File: src/verilog/tile_defines.svh
`ifndef TILE_DEFINES_SVH
`define TILE_DEFINES_SVH

// Datapath width
`define TILE_XLEN 32

// Architectural register file
`define TILE_NREG  16
`define TILE_REG_W $clog2(`TILE_NREG)

// Immediate field of the instruction word
`define TILE_IMM_W 12

// Reorder buffer
`define TILE_ROB_SIZE  8
`define TILE_ROB_W     $clog2(`TILE_ROB_SIZE)
`define TILE_ROB_CNT_W ($clog2(`TILE_ROB_SIZE) + 1)

// Execution lanes
`define TILE_ALU_NUM 3

// One shift-add step per multiplier bit
`define TILE_MUL_CYCLES `TILE_XLEN
`define TILE_MUL_CNT_W  $clog2(`TILE_MUL_CYCLES + 1)

`endif

File: src/verilog/tile_inst_pkg.sv
`default_nettype none

`include "tile_defines.svh"

package tile_inst_pkg;

  // Opcodes of the integer tile
  typedef enum logic [2:0] {
    OP_ADD = 3'd0,
    OP_SUB = 3'd1,
    OP_AND = 3'd2,
    OP_OR  = 3'd3,
    OP_XOR = 3'd4,
    OP_MUL = 3'd5
  } op_e;

  // Second operand read as a register index
  typedef struct packed {
    logic [`TILE_REG_W-1:0]              rs2;
    logic [`TILE_IMM_W-`TILE_REG_W-1:0]  rsvd;
  } reg_opnd_t;

  // Same 12 bits, picked apart by imm_sel
  typedef union packed {
    reg_opnd_t                     r;
    logic signed [`TILE_IMM_W-1:0] imm;
  } operand_u;

  typedef struct packed {
    op_e                    op;
    logic                   imm_sel;
    logic [`TILE_REG_W-1:0] rd;
    logic [`TILE_REG_W-1:0] rs1;
    operand_u               operand;
  } inst_t;

endpackage

`default_nettype wire

File: src/verilog/tile_pipe_pkg.sv
`default_nettype none

`include "tile_defines.svh"

package tile_pipe_pkg;

  // Slot index into the reorder buffer
  typedef logic [`TILE_ROB_W-1:0] rob_id_t;

  // ----------------------------------------------------------------------
  // Dispatch to lanes
  // ----------------------------------------------------------------------
  // Lane select is one-hot, operands already resolved
  typedef struct packed {
    logic                    valid;
    logic [`TILE_ALU_NUM-1:0] lane;
    rob_id_t                 rob_id;
    logic [`TILE_REG_W-1:0]  rd;
    tile_inst_pkg::op_e      op;
    logic [`TILE_XLEN-1:0]   opnd_a;
    logic [`TILE_XLEN-1:0]   opnd_b;
  } disp_t;

  // ----------------------------------------------------------------------
  // Lanes to reorder buffer
  // ----------------------------------------------------------------------
  typedef struct packed {
    logic                  valid;
    rob_id_t               rob_id;
    logic [`TILE_XLEN-1:0] result;
  } done_rpt_t;

  // ----------------------------------------------------------------------
  // Retirement record
  // ----------------------------------------------------------------------
  // Also drives the register file write and scoreboard release
  typedef struct packed {
    logic                   valid;
    rob_id_t                rob_id;
    logic [`TILE_REG_W-1:0] rd;
    logic [`TILE_XLEN-1:0]  value;
  } commit_t;

endpackage

`default_nettype wire

File: src/verilog/tile_regfile.sv
`default_nettype none

`include "tile_defines.svh"

module tile_regfile (
  input  logic                   i_clk,
  input  logic                   i_rst,

  input  logic [`TILE_REG_W-1:0] i_rd_addr_a,
  input  logic [`TILE_REG_W-1:0] i_rd_addr_b,
  output logic [`TILE_XLEN-1:0]  o_rd_data_a,
  output logic [`TILE_XLEN-1:0]  o_rd_data_b,

  // Write port driven by retirement
  input  tile_pipe_pkg::commit_t i_commit
);

  logic [`TILE_XLEN-1:0] r_regs [`TILE_NREG];

  // Asynchronous reads
  assign o_rd_data_a = r_regs[i_rd_addr_a];
  assign o_rd_data_b = r_regs[i_rd_addr_b];

  // r0 is cleared at reset and never written, so it reads zero
  always_ff @(posedge i_clk) begin
    if (i_rst) begin
      for (int i = 0; i < `TILE_NREG; i++) begin
        r_regs[i] <= '0;
      end
    end else if (i_commit.valid && (i_commit.rd != '0)) begin
      r_regs[i_commit.rd] <= i_commit.value;
    end
  end

endmodule

`default_nettype wire

File: src/verilog/tile_alu.sv
`default_nettype none

`include "tile_defines.svh"

module tile_alu #(
  parameter int LANE = 0
) (
  input  logic                     i_clk,
  input  logic                     i_rst,

  input  tile_pipe_pkg::disp_t     i_disp,
  output logic                     o_busy,
  output tile_pipe_pkg::done_rpt_t o_done
);

  import tile_inst_pkg::*;
  import tile_pipe_pkg::*;

  logic                       w_capture;
  logic                       r_busy;
  logic [`TILE_MUL_CNT_W-1:0] r_cnt;
  op_e                        r_op;
  rob_id_t                    r_rob_id;
  logic [`TILE_XLEN-1:0]      r_a;
  logic [`TILE_XLEN-1:0]      r_b;
  logic [`TILE_XLEN-1:0]      r_acc;

  assign w_capture = i_disp.valid && i_disp.lane[LANE];
  assign o_busy    = r_busy;

  // ----------------------------------------------------------------------
  // Control
  // ----------------------------------------------------------------------
  // Short ops take one compute step, a multiply one step per bit
  always_ff @(posedge i_clk) begin
    if (i_rst) begin
      r_busy       <= 1'b0;
      r_cnt        <= '0;
      o_done.valid <= 1'b0;
    end else begin
      o_done.valid <= r_busy && (r_cnt == '0);
      if (w_capture) begin
        r_busy <= 1'b1;
        r_cnt  <= (i_disp.op == OP_MUL) ? `TILE_MUL_CNT_W'(`TILE_MUL_CYCLES) :
                                         `TILE_MUL_CNT_W'(1);
      end else if (r_busy) begin
        if (r_cnt == '0) begin
          r_busy <= 1'b0;
        end else begin
          r_cnt <= r_cnt - 1'b1;
        end
      end
    end
  end

  // ----------------------------------------------------------------------
  // Datapath
  // ----------------------------------------------------------------------
  always_ff @(posedge i_clk) begin
    if (w_capture) begin
      r_op     <= i_disp.op;
      r_rob_id <= i_disp.rob_id;
      r_a      <= i_disp.opnd_a;
      r_b      <= i_disp.opnd_b;
      r_acc    <= '0;
    end else if (r_busy && (r_cnt != '0)) begin
      case (r_op)
        OP_ADD:  r_acc <= r_a + r_b;
        OP_SUB:  r_acc <= r_a - r_b;
        OP_AND:  r_acc <= r_a & r_b;
        OP_OR:   r_acc <= r_a | r_b;
        OP_XOR:  r_acc <= r_a ^ r_b;
        default: begin
          // Shift-add step, low word only
          r_acc <= r_b[0] ? (r_acc + r_a) : r_acc;
          r_a   <= r_a << 1;
          r_b   <= r_b >> 1;
        end
      endcase
    end
    if (r_busy && (r_cnt == '0)) begin
      o_done.rob_id <= r_rob_id;
      o_done.result <= r_acc;
    end
  end

endmodule

`default_nettype wire

File: src/verilog/tile_dispatch.sv
`default_nettype none

`include "tile_defines.svh"

module tile_dispatch (
  input  logic                    i_clk,
  input  logic                    i_rst,

  // Instruction input
  input  tile_inst_pkg::inst_t    i_inst,
  input  logic                    i_inst_valid,
  output logic                    o_inst_ready,

  // Register file read
  output logic [`TILE_REG_W-1:0]  o_rd_addr_a,
  output logic [`TILE_REG_W-1:0]  o_rd_addr_b,
  input  logic [`TILE_XLEN-1:0]   i_rd_data_a,
  input  logic [`TILE_XLEN-1:0]   i_rd_data_b,

  // Lane status and reorder buffer allocation
  input  logic [`TILE_ALU_NUM-1:0] i_lane_busy,
  input  logic                    i_rob_full,
  input  tile_pipe_pkg::rob_id_t  i_rob_tail,
  output logic                    o_alloc_valid,
  output logic [`TILE_REG_W-1:0]  o_alloc_rd,

  output tile_pipe_pkg::disp_t    o_disp,
  input  tile_pipe_pkg::commit_t  i_commit
);

  logic [`TILE_NREG-1:0]    r_pending;
  logic [`TILE_ALU_NUM-1:0] w_targeted;
  logic [`TILE_ALU_NUM-1:0] w_lane_free;
  logic [`TILE_ALU_NUM-1:0] w_lane_pick;
  logic                     w_hazard;
  logic                     w_accept;
  logic [`TILE_XLEN-1:0]    w_opnd_b;

  assign o_rd_addr_a = i_inst.rs1;
  assign o_rd_addr_b = i_inst.operand.r.rs2;

  // Immediate is sign-extended to the full width
  assign w_opnd_b = i_inst.imm_sel ?
                    {{(`TILE_XLEN-`TILE_IMM_W){i_inst.operand.imm[`TILE_IMM_W-1]}},
                     i_inst.operand.imm} :
                    i_rd_data_b;

  // rs2 only counts when the operand is a register
  assign w_hazard = r_pending[i_inst.rs1] ||
                    (!i_inst.imm_sel && r_pending[i_inst.operand.r.rs2]) ||
                    r_pending[i_inst.rd];

  // Lane issued last cycle is not busy yet
  assign w_targeted  = o_disp.valid ? o_disp.lane : '0;
  assign w_lane_free = ~i_lane_busy & ~w_targeted;
  assign w_lane_pick = w_lane_free & (-w_lane_free);

  assign o_inst_ready  = !i_rob_full && (|w_lane_free) && !w_hazard;
  assign w_accept      = i_inst_valid && o_inst_ready;
  assign o_alloc_valid = w_accept;
  assign o_alloc_rd    = i_inst.rd;

  // Pending-write scoreboard, r0 is never tracked
  always_ff @(posedge i_clk) begin
    if (i_rst) begin
      r_pending <= '0;
    end else begin
      if (i_commit.valid) begin
        r_pending[i_commit.rd] <= 1'b0;
      end
      if (w_accept && (i_inst.rd != '0)) begin
        r_pending[i_inst.rd] <= 1'b1;
      end
    end
  end

  always_ff @(posedge i_clk) begin
    if (i_rst) begin
      o_disp.valid <= 1'b0;
      o_disp.lane  <= '0;
    end else begin
      o_disp.valid <= w_accept;
      o_disp.lane  <= w_accept ? w_lane_pick : '0;
    end
    if (w_accept) begin
      o_disp.rob_id <= i_rob_tail;
      o_disp.rd     <= i_inst.rd;
      o_disp.op     <= i_inst.op;
      o_disp.opnd_a <= i_rd_data_a;
      o_disp.opnd_b <= w_opnd_b;
    end
  end

endmodule

`default_nettype wire

File: src/verilog/tile_rob.sv
`default_nettype none

`include "tile_defines.svh"

module tile_rob (
  input  logic                     i_clk,
  input  logic                     i_rst,

  // Allocation from dispatch
  input  logic                     i_alloc_valid,
  input  logic [`TILE_REG_W-1:0]   i_alloc_rd,
  output tile_pipe_pkg::rob_id_t   o_tail,
  output logic                     o_full,

  // Completions from every lane
  input  tile_pipe_pkg::done_rpt_t i_done [`TILE_ALU_NUM],

  output tile_pipe_pkg::commit_t   o_commit
);

  import tile_pipe_pkg::*;

  logic [`TILE_REG_W-1:0]    r_rd     [`TILE_ROB_SIZE];
  logic [`TILE_XLEN-1:0]     r_result [`TILE_ROB_SIZE];
  logic [`TILE_ROB_SIZE-1:0] r_done;
  rob_id_t                   r_head;
  rob_id_t                   r_tail;
  logic [`TILE_ROB_CNT_W-1:0] r_count;
  logic                      w_head_done;
  logic [`TILE_XLEN-1:0]     w_head_result;
  logic                      w_retire;

  assign o_tail = r_tail;
  assign o_full = (r_count == `TILE_ROB_CNT_W'(`TILE_ROB_SIZE));

  // Head may finish this very cycle, take the report directly
  always_comb begin
    w_head_done   = r_done[r_head];
    w_head_result = r_result[r_head];
    for (int l = 0; l < `TILE_ALU_NUM; l++) begin
      if (i_done[l].valid && (i_done[l].rob_id == r_head)) begin
        w_head_done   = 1'b1;
        w_head_result = i_done[l].result;
      end
    end
  end

  assign w_retire = w_head_done && (r_count != '0);

  // Pointers, occupancy and done flags
  always_ff @(posedge i_clk) begin
    if (i_rst) begin
      r_head         <= '0;
      r_tail         <= '0;
      r_count        <= '0;
      r_done         <= '0;
      o_commit.valid <= 1'b0;
    end else begin
      for (int l = 0; l < `TILE_ALU_NUM; l++) begin
        if (i_done[l].valid) begin
          r_done[i_done[l].rob_id] <= 1'b1;
        end
      end
      if (w_retire) begin
        r_done[r_head] <= 1'b0;
        r_head         <= r_head + 1'b1;
      end
      if (i_alloc_valid) begin
        r_done[r_tail] <= 1'b0;
        r_tail         <= r_tail + 1'b1;
      end
      r_count        <= r_count + i_alloc_valid - w_retire;
      o_commit.valid <= w_retire;
    end
  end

  // Entry payload and the retired record
  always_ff @(posedge i_clk) begin
    for (int l = 0; l < `TILE_ALU_NUM; l++) begin
      if (i_done[l].valid) begin
        r_result[i_done[l].rob_id] <= i_done[l].result;
      end
    end
    if (i_alloc_valid) begin
      r_rd[r_tail] <= i_alloc_rd;
    end
    if (w_retire) begin
      o_commit.rob_id <= r_head;
      o_commit.rd     <= r_rd[r_head];
      o_commit.value  <= w_head_result;
    end
  end

endmodule

`default_nettype wire

File: src/verilog/tile_top.sv
`default_nettype none

`include "tile_defines.svh"

module tile_top (
  input  logic                   i_clk,
  input  logic                   i_rst,

  input  tile_inst_pkg::inst_t   i_inst,
  input  logic                   i_inst_valid,
  output logic                   o_inst_ready,

  output tile_pipe_pkg::commit_t o_commit
);

  import tile_pipe_pkg::*;

  logic [`TILE_REG_W-1:0]   w_rd_addr_a;
  logic [`TILE_REG_W-1:0]   w_rd_addr_b;
  logic [`TILE_XLEN-1:0]    w_rd_data_a;
  logic [`TILE_XLEN-1:0]    w_rd_data_b;
  logic [`TILE_ALU_NUM-1:0] w_lane_busy;
  logic                     w_rob_full;
  rob_id_t                  w_rob_tail;
  logic                     w_alloc_valid;
  logic [`TILE_REG_W-1:0]   w_alloc_rd;
  disp_t                    w_disp;
  done_rpt_t                w_done [`TILE_ALU_NUM];
  commit_t                  w_commit;

  assign o_commit = w_commit;

  // ----------------------------------------------------------------------
  // Dispatch and register file
  // ----------------------------------------------------------------------
  tile_dispatch u_dispatch (
    .i_clk         (i_clk),
    .i_rst         (i_rst),
    .i_inst        (i_inst),
    .i_inst_valid  (i_inst_valid),
    .o_inst_ready  (o_inst_ready),
    .o_rd_addr_a   (w_rd_addr_a),
    .o_rd_addr_b   (w_rd_addr_b),
    .i_rd_data_a   (w_rd_data_a),
    .i_rd_data_b   (w_rd_data_b),
    .i_lane_busy   (w_lane_busy),
    .i_rob_full    (w_rob_full),
    .i_rob_tail    (w_rob_tail),
    .o_alloc_valid (w_alloc_valid),
    .o_alloc_rd    (w_alloc_rd),
    .o_disp        (w_disp),
    .i_commit      (w_commit)
  );

  tile_regfile u_regfile (
    .i_clk       (i_clk),
    .i_rst       (i_rst),
    .i_rd_addr_a (w_rd_addr_a),
    .i_rd_addr_b (w_rd_addr_b),
    .o_rd_data_a (w_rd_data_a),
    .o_rd_data_b (w_rd_data_b),
    .i_commit    (w_commit)
  );

  // ----------------------------------------------------------------------
  // Execution lanes
  // ----------------------------------------------------------------------
  generate
    for (genvar alu_idx = 0; alu_idx < `TILE_ALU_NUM; alu_idx++) begin : alu_loop
      tile_alu #(
        .LANE (alu_idx)
      ) u_alu (
        .i_clk  (i_clk),
        .i_rst  (i_rst),
        .i_disp (w_disp),
        .o_busy (w_lane_busy[alu_idx]),
        .o_done (w_done[alu_idx])
      );
    end
  endgenerate

  // In-order retirement
  tile_rob u_rob (
    .i_clk         (i_clk),
    .i_rst         (i_rst),
    .i_alloc_valid (w_alloc_valid),
    .i_alloc_rd    (w_alloc_rd),
    .o_tail        (w_rob_tail),
    .o_full        (w_rob_full),
    .i_done        (w_done),
    .o_commit      (w_commit)
  );

endmodule

`default_nettype wire

File: config.mk
export PLATFORM = sky130hd
export DESIGN_NAME = tile_top
export DESIGN_NICKNAME = d
export VERILOG_FILES = /design/src/verilog/tile_inst_pkg.sv /design/src/verilog/tile_pipe_pkg.sv /design/src/verilog/tile_regfile.sv /design/src/verilog/tile_alu.sv /design/src/verilog/tile_dispatch.sv /design/src/verilog/tile_rob.sv /design/src/verilog/tile_top.sv
export VERILOG_INCLUDE_DIRS = /design/src /design/src/verilog
export SDC_FILE = /design/constraint.sdc
export NUM_CORES = 2
export LEC_CHECK = 0
export BUFFER_PORTS_ARGS = -buffer_cell sky130_fd_sc_hd__buf_2
export CORE_ASPECT_RATIO = 0.9
export CORE_MARGIN = 1
export CORE_UTILIZATION = 63
export DETAILED_ROUTE_END_ITERATION = 10
export GPL_ROUTABILITY_DRIVEN = 0
export HOLD_SLACK_MARGIN = 0.05
export PLACE_DENSITY = 0.77
export SYNTH_ARGS = -nofsm -noshare
export SYNTH_HDL_FRONTEND = slang
export SYNTH_SLANG_ARGS = --single-unit
File: constraint.sdc
create_clock -name i_clk -period 7.4 [get_ports i_clk]
set_input_delay 0.74 -clock i_clk [delete_from_list [all_inputs] [get_ports i_clk]]
set_output_delay 0.74 -clock i_clk [all_outputs]
set_load 0.05 [all_outputs]
After elaboration in Yosys (flattened, before gate mapping)
Memories as Yosys holds them, arrays and structs flattened. A register that Yosys moved wholly into a read port is not among the register bits.
Index checks and enable logic that the tools add are counted.

cells by class
  magnitude comparators = 16
  $add $sub $neg = 17
  reductions and logical operators = 67
  equal/unequal tests = 23
  muxes and demuxes = 98
  bitwise logic cells = 24

operators with widths
  operator             number
  $mux 32              23
  $pmux 32 s5          3
  $add 32x32->32       6
  $and 32x32->32       3
  $or 32x32->32        3
  $sub 32x32->32       3
  $xor 32x32->32       3
  $mux 8               9
  $mux 6               10
  $mux 16              3
  $mux 1               37
  $reduce_bool 6->1    6
  $reduce_or 32->1     1
  $logic_and 1x1->1    26
  $or 8x8->8           3
  $lt 3x4->1 const B   5
  $lt 4x5->1 const B   4
  $eq 3x2->1 const B   6
  $logic_not 6->1      3
  $reduce_and 2->1     9
  $sub 6x1->6 const B  3
  $and 16x16->16       1
  $and 8x8->8          2
  $not 16->16          1
  other kinds (30)     72

word-level totals
  memory bits (writable) = 800
  logic and storage cells = 290
  output and inout port bits = 41
  bits of input ports = 27
  memories kept = 3
  register bits after elaboration = 515

memories
  name              depth  width  rd ports  clocked after memory_dff  wr ports  RTL line            text
  u_regfile.r_regs  16     32     2         1                         16        tile_regfile.sv:18  logic [`TILE_XLEN-1:0] r_regs [`TILE_NREG];
  u_rob.r_result    8      32     1         1                         3         tile_rob.sv:24      logic [`TILE_XLEN-1:0] r_result [`TILE_ROB_SIZE];
  u_rob.r_rd        8      4      1         1                         1         tile_rob.sv:23      logic [`TILE_REG_W-1:0] r_rd [`TILE_ROB_SIZE];

Logic depth before layout (Yosys ltp)
  depth after elaboration = 18
  mapped depth = 20
  depth with buffers taken out = 20

Hierarchy
From an unflattened synthesis, not the netlist that was laid out.

second synthesis, totals
  cells, all modules = 7,272
  area total of the unflattened synthesis = 80,626.1 µm²

by module, submodules not included
  module                        times used  seq. area each (µm²)  cells each  area each (µm²)
  tile_regfile                  1           15,374.7              1,652       26,330.3
  tile_rob                      1           10,199.8              1,863       19,715.2
  tile_alu (alu_loop[1].u_alu)  1           3,953.8               1,171       10,271.1
  tile_alu (alu_loop[0].u_alu)  1           3,953.8               1,163       10,256.1
  tile_alu (alu_loop[2].u_alu)  1           3,953.8               1,131       10,052.1
  tile_dispatch                 1           2,622.5               292         4,001.3

Worst setup path before layout
No wires, ideal clock.

  path kind = input to register
  start point = input port i_inst[8] (netlist name)
  end point = register u_rob.r_count[2]
  arrival = 6.190 ns
  slack = 1.082 ns
  data required time = 7.272 ns
  buffers on the path = 1
  library setup time = 0.128 ns
  stages = 11
  path through = clkbuf_1 > mux4_2 > mux4_2 > a2111oi_1 > nand2_1 > inv_2 > ha_1 > inv_1 > fa_1 > xor2_1 > nor2_1

on the way
  word-level cells in the longest chain between the ends = 10

ends and longest elaborated chain
  item                                RTL line             text
  start: declaration                  tile_top.sv:9        input tile_inst_pkg::inst_t i_inst,
  $bmux 1 s4                          tile_dispatch.sv:50  (!i_inst.imm_sel && r_pending[i_inst.operand.r.rs2]) ||
  $mux 1 (implied by the code)        tile_dispatch.sv:50
  $logic_and 1x1->1                   tile_dispatch.sv:50
  $logic_or 1x1->1                    tile_dispatch.sv:49  assign w_hazard = r_pending[i_inst.rs1] ||
  $logic_or 1x1->1                    tile_dispatch.sv:50
  $logic_not 1->1                     tile_dispatch.sv:58  assign o_inst_ready = !i_rob_full && (|w_lane_free) && !w_hazard;
  $logic_and 1x1->1                   tile_dispatch.sv:58
  named net o_inst_ready              tile_top.sv:11       output logic o_inst_ready,
  $logic_and 1x1->1                   tile_dispatch.sv:59  assign w_accept = i_inst_valid && o_inst_ready;
  named net u_dispatch.o_alloc_valid  tile_dispatch.sv:24  output logic o_alloc_valid,
  $add 4x1->4                         tile_rob.sv:72       r_count <= r_count + i_alloc_valid - w_retire;
  $sub 4x1->4                         tile_rob.sv:72
  end signal: assignment              tile_rob.sv:72
  end: declaration                    tile_rob.sv:28       logic [`TILE_ROB_CNT_W-1:0] r_count;

The timed path passes the listed nets, and every way through them passes these cells. The select of a mux whose other input is x is not followed.
A chain may end at the register's enable or synchronous reset.

Final worst setup path
  start point = register alu_loop[0].u_alu.r_b[9]
  end point = register alu_loop[0].u_alu.r_acc[31]

on the way
  word-level cells in the longest chain between the ends = 2
  elaborated cells on any way between the ends = 3
  those cells by class = 2 x add/sub; 1 x mux

ends and longest elaborated chain
  item                                              RTL line                        text
  start: declaration                                tile_alu.sv:25                  logic [`TILE_XLEN-1:0] r_b;
  start signal: assignment                          tile_alu.sv:64                  r_b <= i_disp.opnd_b;
  start signal: assignment                          tile_alu.sv:77                  r_b <= r_b >> 1;
  $sub 32x32->32 or $add 32x32->32 (tied branches)  tile_alu.sv:69, tile_alu.sv:68
  $pmux 32 s5 (*)                                   tile_alu.sv:67                  case (r_op)
  end signal: assignment                            tile_alu.sv:68                  OP_ADD: r_acc <= r_a + r_b;
  end signal: assignment                            tile_alu.sv:69                  OP_SUB: r_acc <= r_a - r_b;
  end signal: assignment                            tile_alu.sv:70                  OP_AND: r_acc <= r_a & r_b;
  end: declaration                                  tile_alu.sv:26                  logic [`TILE_XLEN-1:0] r_acc;

Every way passes the cells marked *; elsewhere a longest branch is shown, timed or not.

==> out/metrics.csv <==
metric,value,unit
grt met1 use,52.1,%
complex-gate fraction of the synthesized area,10.9,%
PwrDens,217,nW/um^2
routed vias/inst,6.95,
sequential share of the synthesized area,50.1,%
first-pass GRT wire length,369000,um
clock buffer depth,3,
Yosys reg bits,1383,
Pre-antenna DRT Iters,7,
H-tree depth,4,
unique cell type count in the Yosys netlist,85,
CTS tree,yes,
Final #Nets,7082,
layout overhead on the synthesized area,7.74,%
clk_skew,0.0331,ns
Post-Syn Area,79800,um^2
largest family of logic cells by synthesized area,multiplexers,
Fin. Hold Viols,0,
met2 GRT Util,58.0,%
min cycle time layout,5.27,ns
endpoints failing setup,0,
RSZ-0062 raised after global routing,false,
CP Class,reg2reg,
Gate Count Post-Synth,6960,
core area,125000,um^2
simple-gate share of the synthesized area,12.0,%
clock sinks,1383,
"Max FO, Critical Path",5,
yosys warns,0,
total congestion overflow,0,
Syn Area/Cell,11.5,um^2
DRT iter0 DRCs,10091,
total power,0.0187,W
mux cell area share after synthesis,15.4,%
drt wl/cell,29.7,um
Setup Buffers After CTS,0,
max frequency,190,MHz
largest net degree at the start of global routing,92,
startpoint types,register,
pre-CTS setup slack,2.36,ns
Most Crowded Layer GR,met2,
Leak Pwr,31.2,nW
layout cell share with drive strength beyond 1,13.0,%
XOR/XNOR Fraction of Synth Area,2.79,%
final period utilization,71.2,%
Die Height,340,um
routed vias,59432,
CP endpoint kind,register,
Antenna Nets Post-Route,0,
status,finished clean,
initial antenna violation count,21,
PortBufs,67,
Hold Path Origin,i_inst[21],
Ports,68,
Clock Pin Slew Worst Setup and Hold Paths,0.07,ns
GRT met3 Usage,10.8,%
drt total wl,254000,um
Hold WC Path Type,in2reg,
GRT Resource Usage Total,39.4,%
Crit. Startpoint,alu_loop[0].u_alu.r_b[9],
worst slew pin tran,1.29,ns
Root Buffer,clkbuf_16,
Starting Density,63.7,%
worst hold margin,0.185,ns
DIE AREA,128000,um^2
DRC Markers,0,
top_reg_cell synth,edfxtp_1,
peak supply drop,0.266,mV
Final HPWL DP,161000,um
fillers,8900,
clk_lat worst skew,0.81,ns
Die W,377,um
R2R Path Start,alu_loop[0].u_alu.r_b[9],
Setup TNS Final,0,ns
CP required,8.11,ns
TritonCTS Buffers,145,
Cell Rows,123,
fin. max-slew vios,0,
cts repair resizes,0,
hold_buf cts,0,
max cap viols,0,
Final WS setup,2.13,ns
Max transition margin,13.7,%
vias in the first global route,56497,
number of synthesized flops with an enable pin,1224,
Synth Area in Adders,4.88,%
Post-synth ARST share,0,%
crit path DAT,5.98,ns
## cells by family after synthesis
| family | Yosys count |
|---|---|
| xor gates and xnor gates | 254 |
| muxes | 748 |
| AOI/OAI and AO/OA | 1489 |
| DFF | 1383 |
| and+or+nand+nor | 1942 |
| other | 1 |
| buffers and inverters | 834 |
| adders and majority gates | 309 |
## routing by layer
layer,share of wire (%),vias to the layer above
li1,-,25294
met1,35,28535
met2,43,4666
met3,14,913
met4,7.0,24
met5,0.065,-
## critical path, cell delays in order (launching register included)
cell and delay, ns:
edfxtp_1 0.46, nor4_1 0.69, nand4_1 0.33, nor3b_1 0.39
inv_1 0.15, nor3_1 0.45, o21ai_0 0.14, nand3_1 0.11
o21ai_0 0.09, ha_1 0.37, a21oi_1 0.23, o21ai_0 0.14
a21o_1 0.19, a21oi_1 0.17, nand2_1 0.06, o21ai_0 0.44
o21ai_0 0.22, or3_1 0.37, a31oi_1 0.14
## synth_stat cells (54+ instances only)
cell | count | share of area (%)
nor3_1 | 94 | 0.59
a21oi_1 | 449 | 2.8
a211oi_1 | 96 | 0.90
dfxtp_1 | 159 | 4.0
ha_1 | 305 | 4.8
nand3_1 | 61 | 0.38
clkbuf_1 | 444 | 2.1
buf_1 | 124 | 0.58
mux4_2 | 383 | 11
o21ai_0 | 562 | 3.5
xnor2_1 | 187 | 2.1
mux2i_1 | 335 | 4.2
nor2_1 | 496 | 2.3
xor2_1 | 67 | 0.74
edfxtp_1 | 1224 | 46
o22ai_1 | 54 | 0.42
and2_1 | 500 | 3.9
nand2_1 | 535 | 2.5
inv_1 | 260 | 1.2
## final timing paths
| kind | to | slack (ns) | depth (start not counted) |
|---|---|---|---|
| min reg2reg | alu_loop[2].u_alu.o_done[32] | 0.42 | 0 |
| max | alu_loop[0].u_alu.r_acc[31] | 2.13 | 18 |
| max reg2reg | alu_loop[0].u_alu.r_acc[31] | 2.13 | 18 |
| min | u_dispatch.o_disp[64] | 0.18 | 1 |
## cell type report
class / count / area (um^2) / area share, %
flip-flops and latches: 1383 / 39900 / 46.5
multi-input cells: 4774 / 37100 / 43.1
clock buffers: 190 / 3970 / 4.62
well taps: 1687 / 2110 / 2.46
repair buffers: 178 / 1200 / 1.40
inverters: 264 / 1000 / 1.16
clock inverters: 70 / 648 / 0.754
diodes: 7 / 17.5 / 0.0204
## stage by stage
step	util [%]	std cells	instance area, um^2
after global routing	68.6	8546	85900
after CTS	68.6	8546	85900
after floorplan	-	6991	79900
after detailed placement	64.9	8286	81300
after global placement	64.9	8286	81300
final	68.6	8553	86000
## power by group
part	leakage (nW)	switching, W	internal [W]
Combinational	15.9	0.00114	0.000862
Sequential	13.0	0.000567	0.00879
Clock	2.24	0.00318	0.00410
Total	31.2	0.00489	0.0138
## cells in the final DEF (no fill, tap or decap), types with 23 or more instances in the layout
cell and n:
nor2_1 475, o22ai_1 54, nor3_1 86, and2_1 500, a211oi_1 96, o21ai_0 558
dfxtp_1 156, edfxtp_1 1224, a221oi_1 43, mux2_2 30, buf_2 61, nand2_1 535
nor4_1 36, inv_1 259, a22oi_1 27, clkbuf_16 149, clkinv_1 29, conb_1 32
a31oi_1 47, clkbuf_1 32, and3_1 23, nand3_1 57, or3_1 23, buf_4 114
a21o_1 40, mux4_2 383, xnor2_1 187, a21oi_1 448, mux2i_1 335, ha_1 305
nor2b_1 34, xor2_1 67
## flip-flops by register name (all words and copies together), names as in the netlist, 16 cells and up
signal / count
alu_loop.u_alu.o_done: 108
alu_loop.u_alu.r_a: 96
alu_loop.u_alu.r_acc: 96
alu_loop.u_alu.r_b: 96
alu_loop.u_alu.r_cnt: 18
u_dispatch.o_disp: 74
u_dispatch.r_pending: 16
u_regfile.r_regs: 512
u_rob.o_commit: 40
u_rob.r_rd: 32
u_rob.r_result: 256
(Power assumes the default switching activity.)
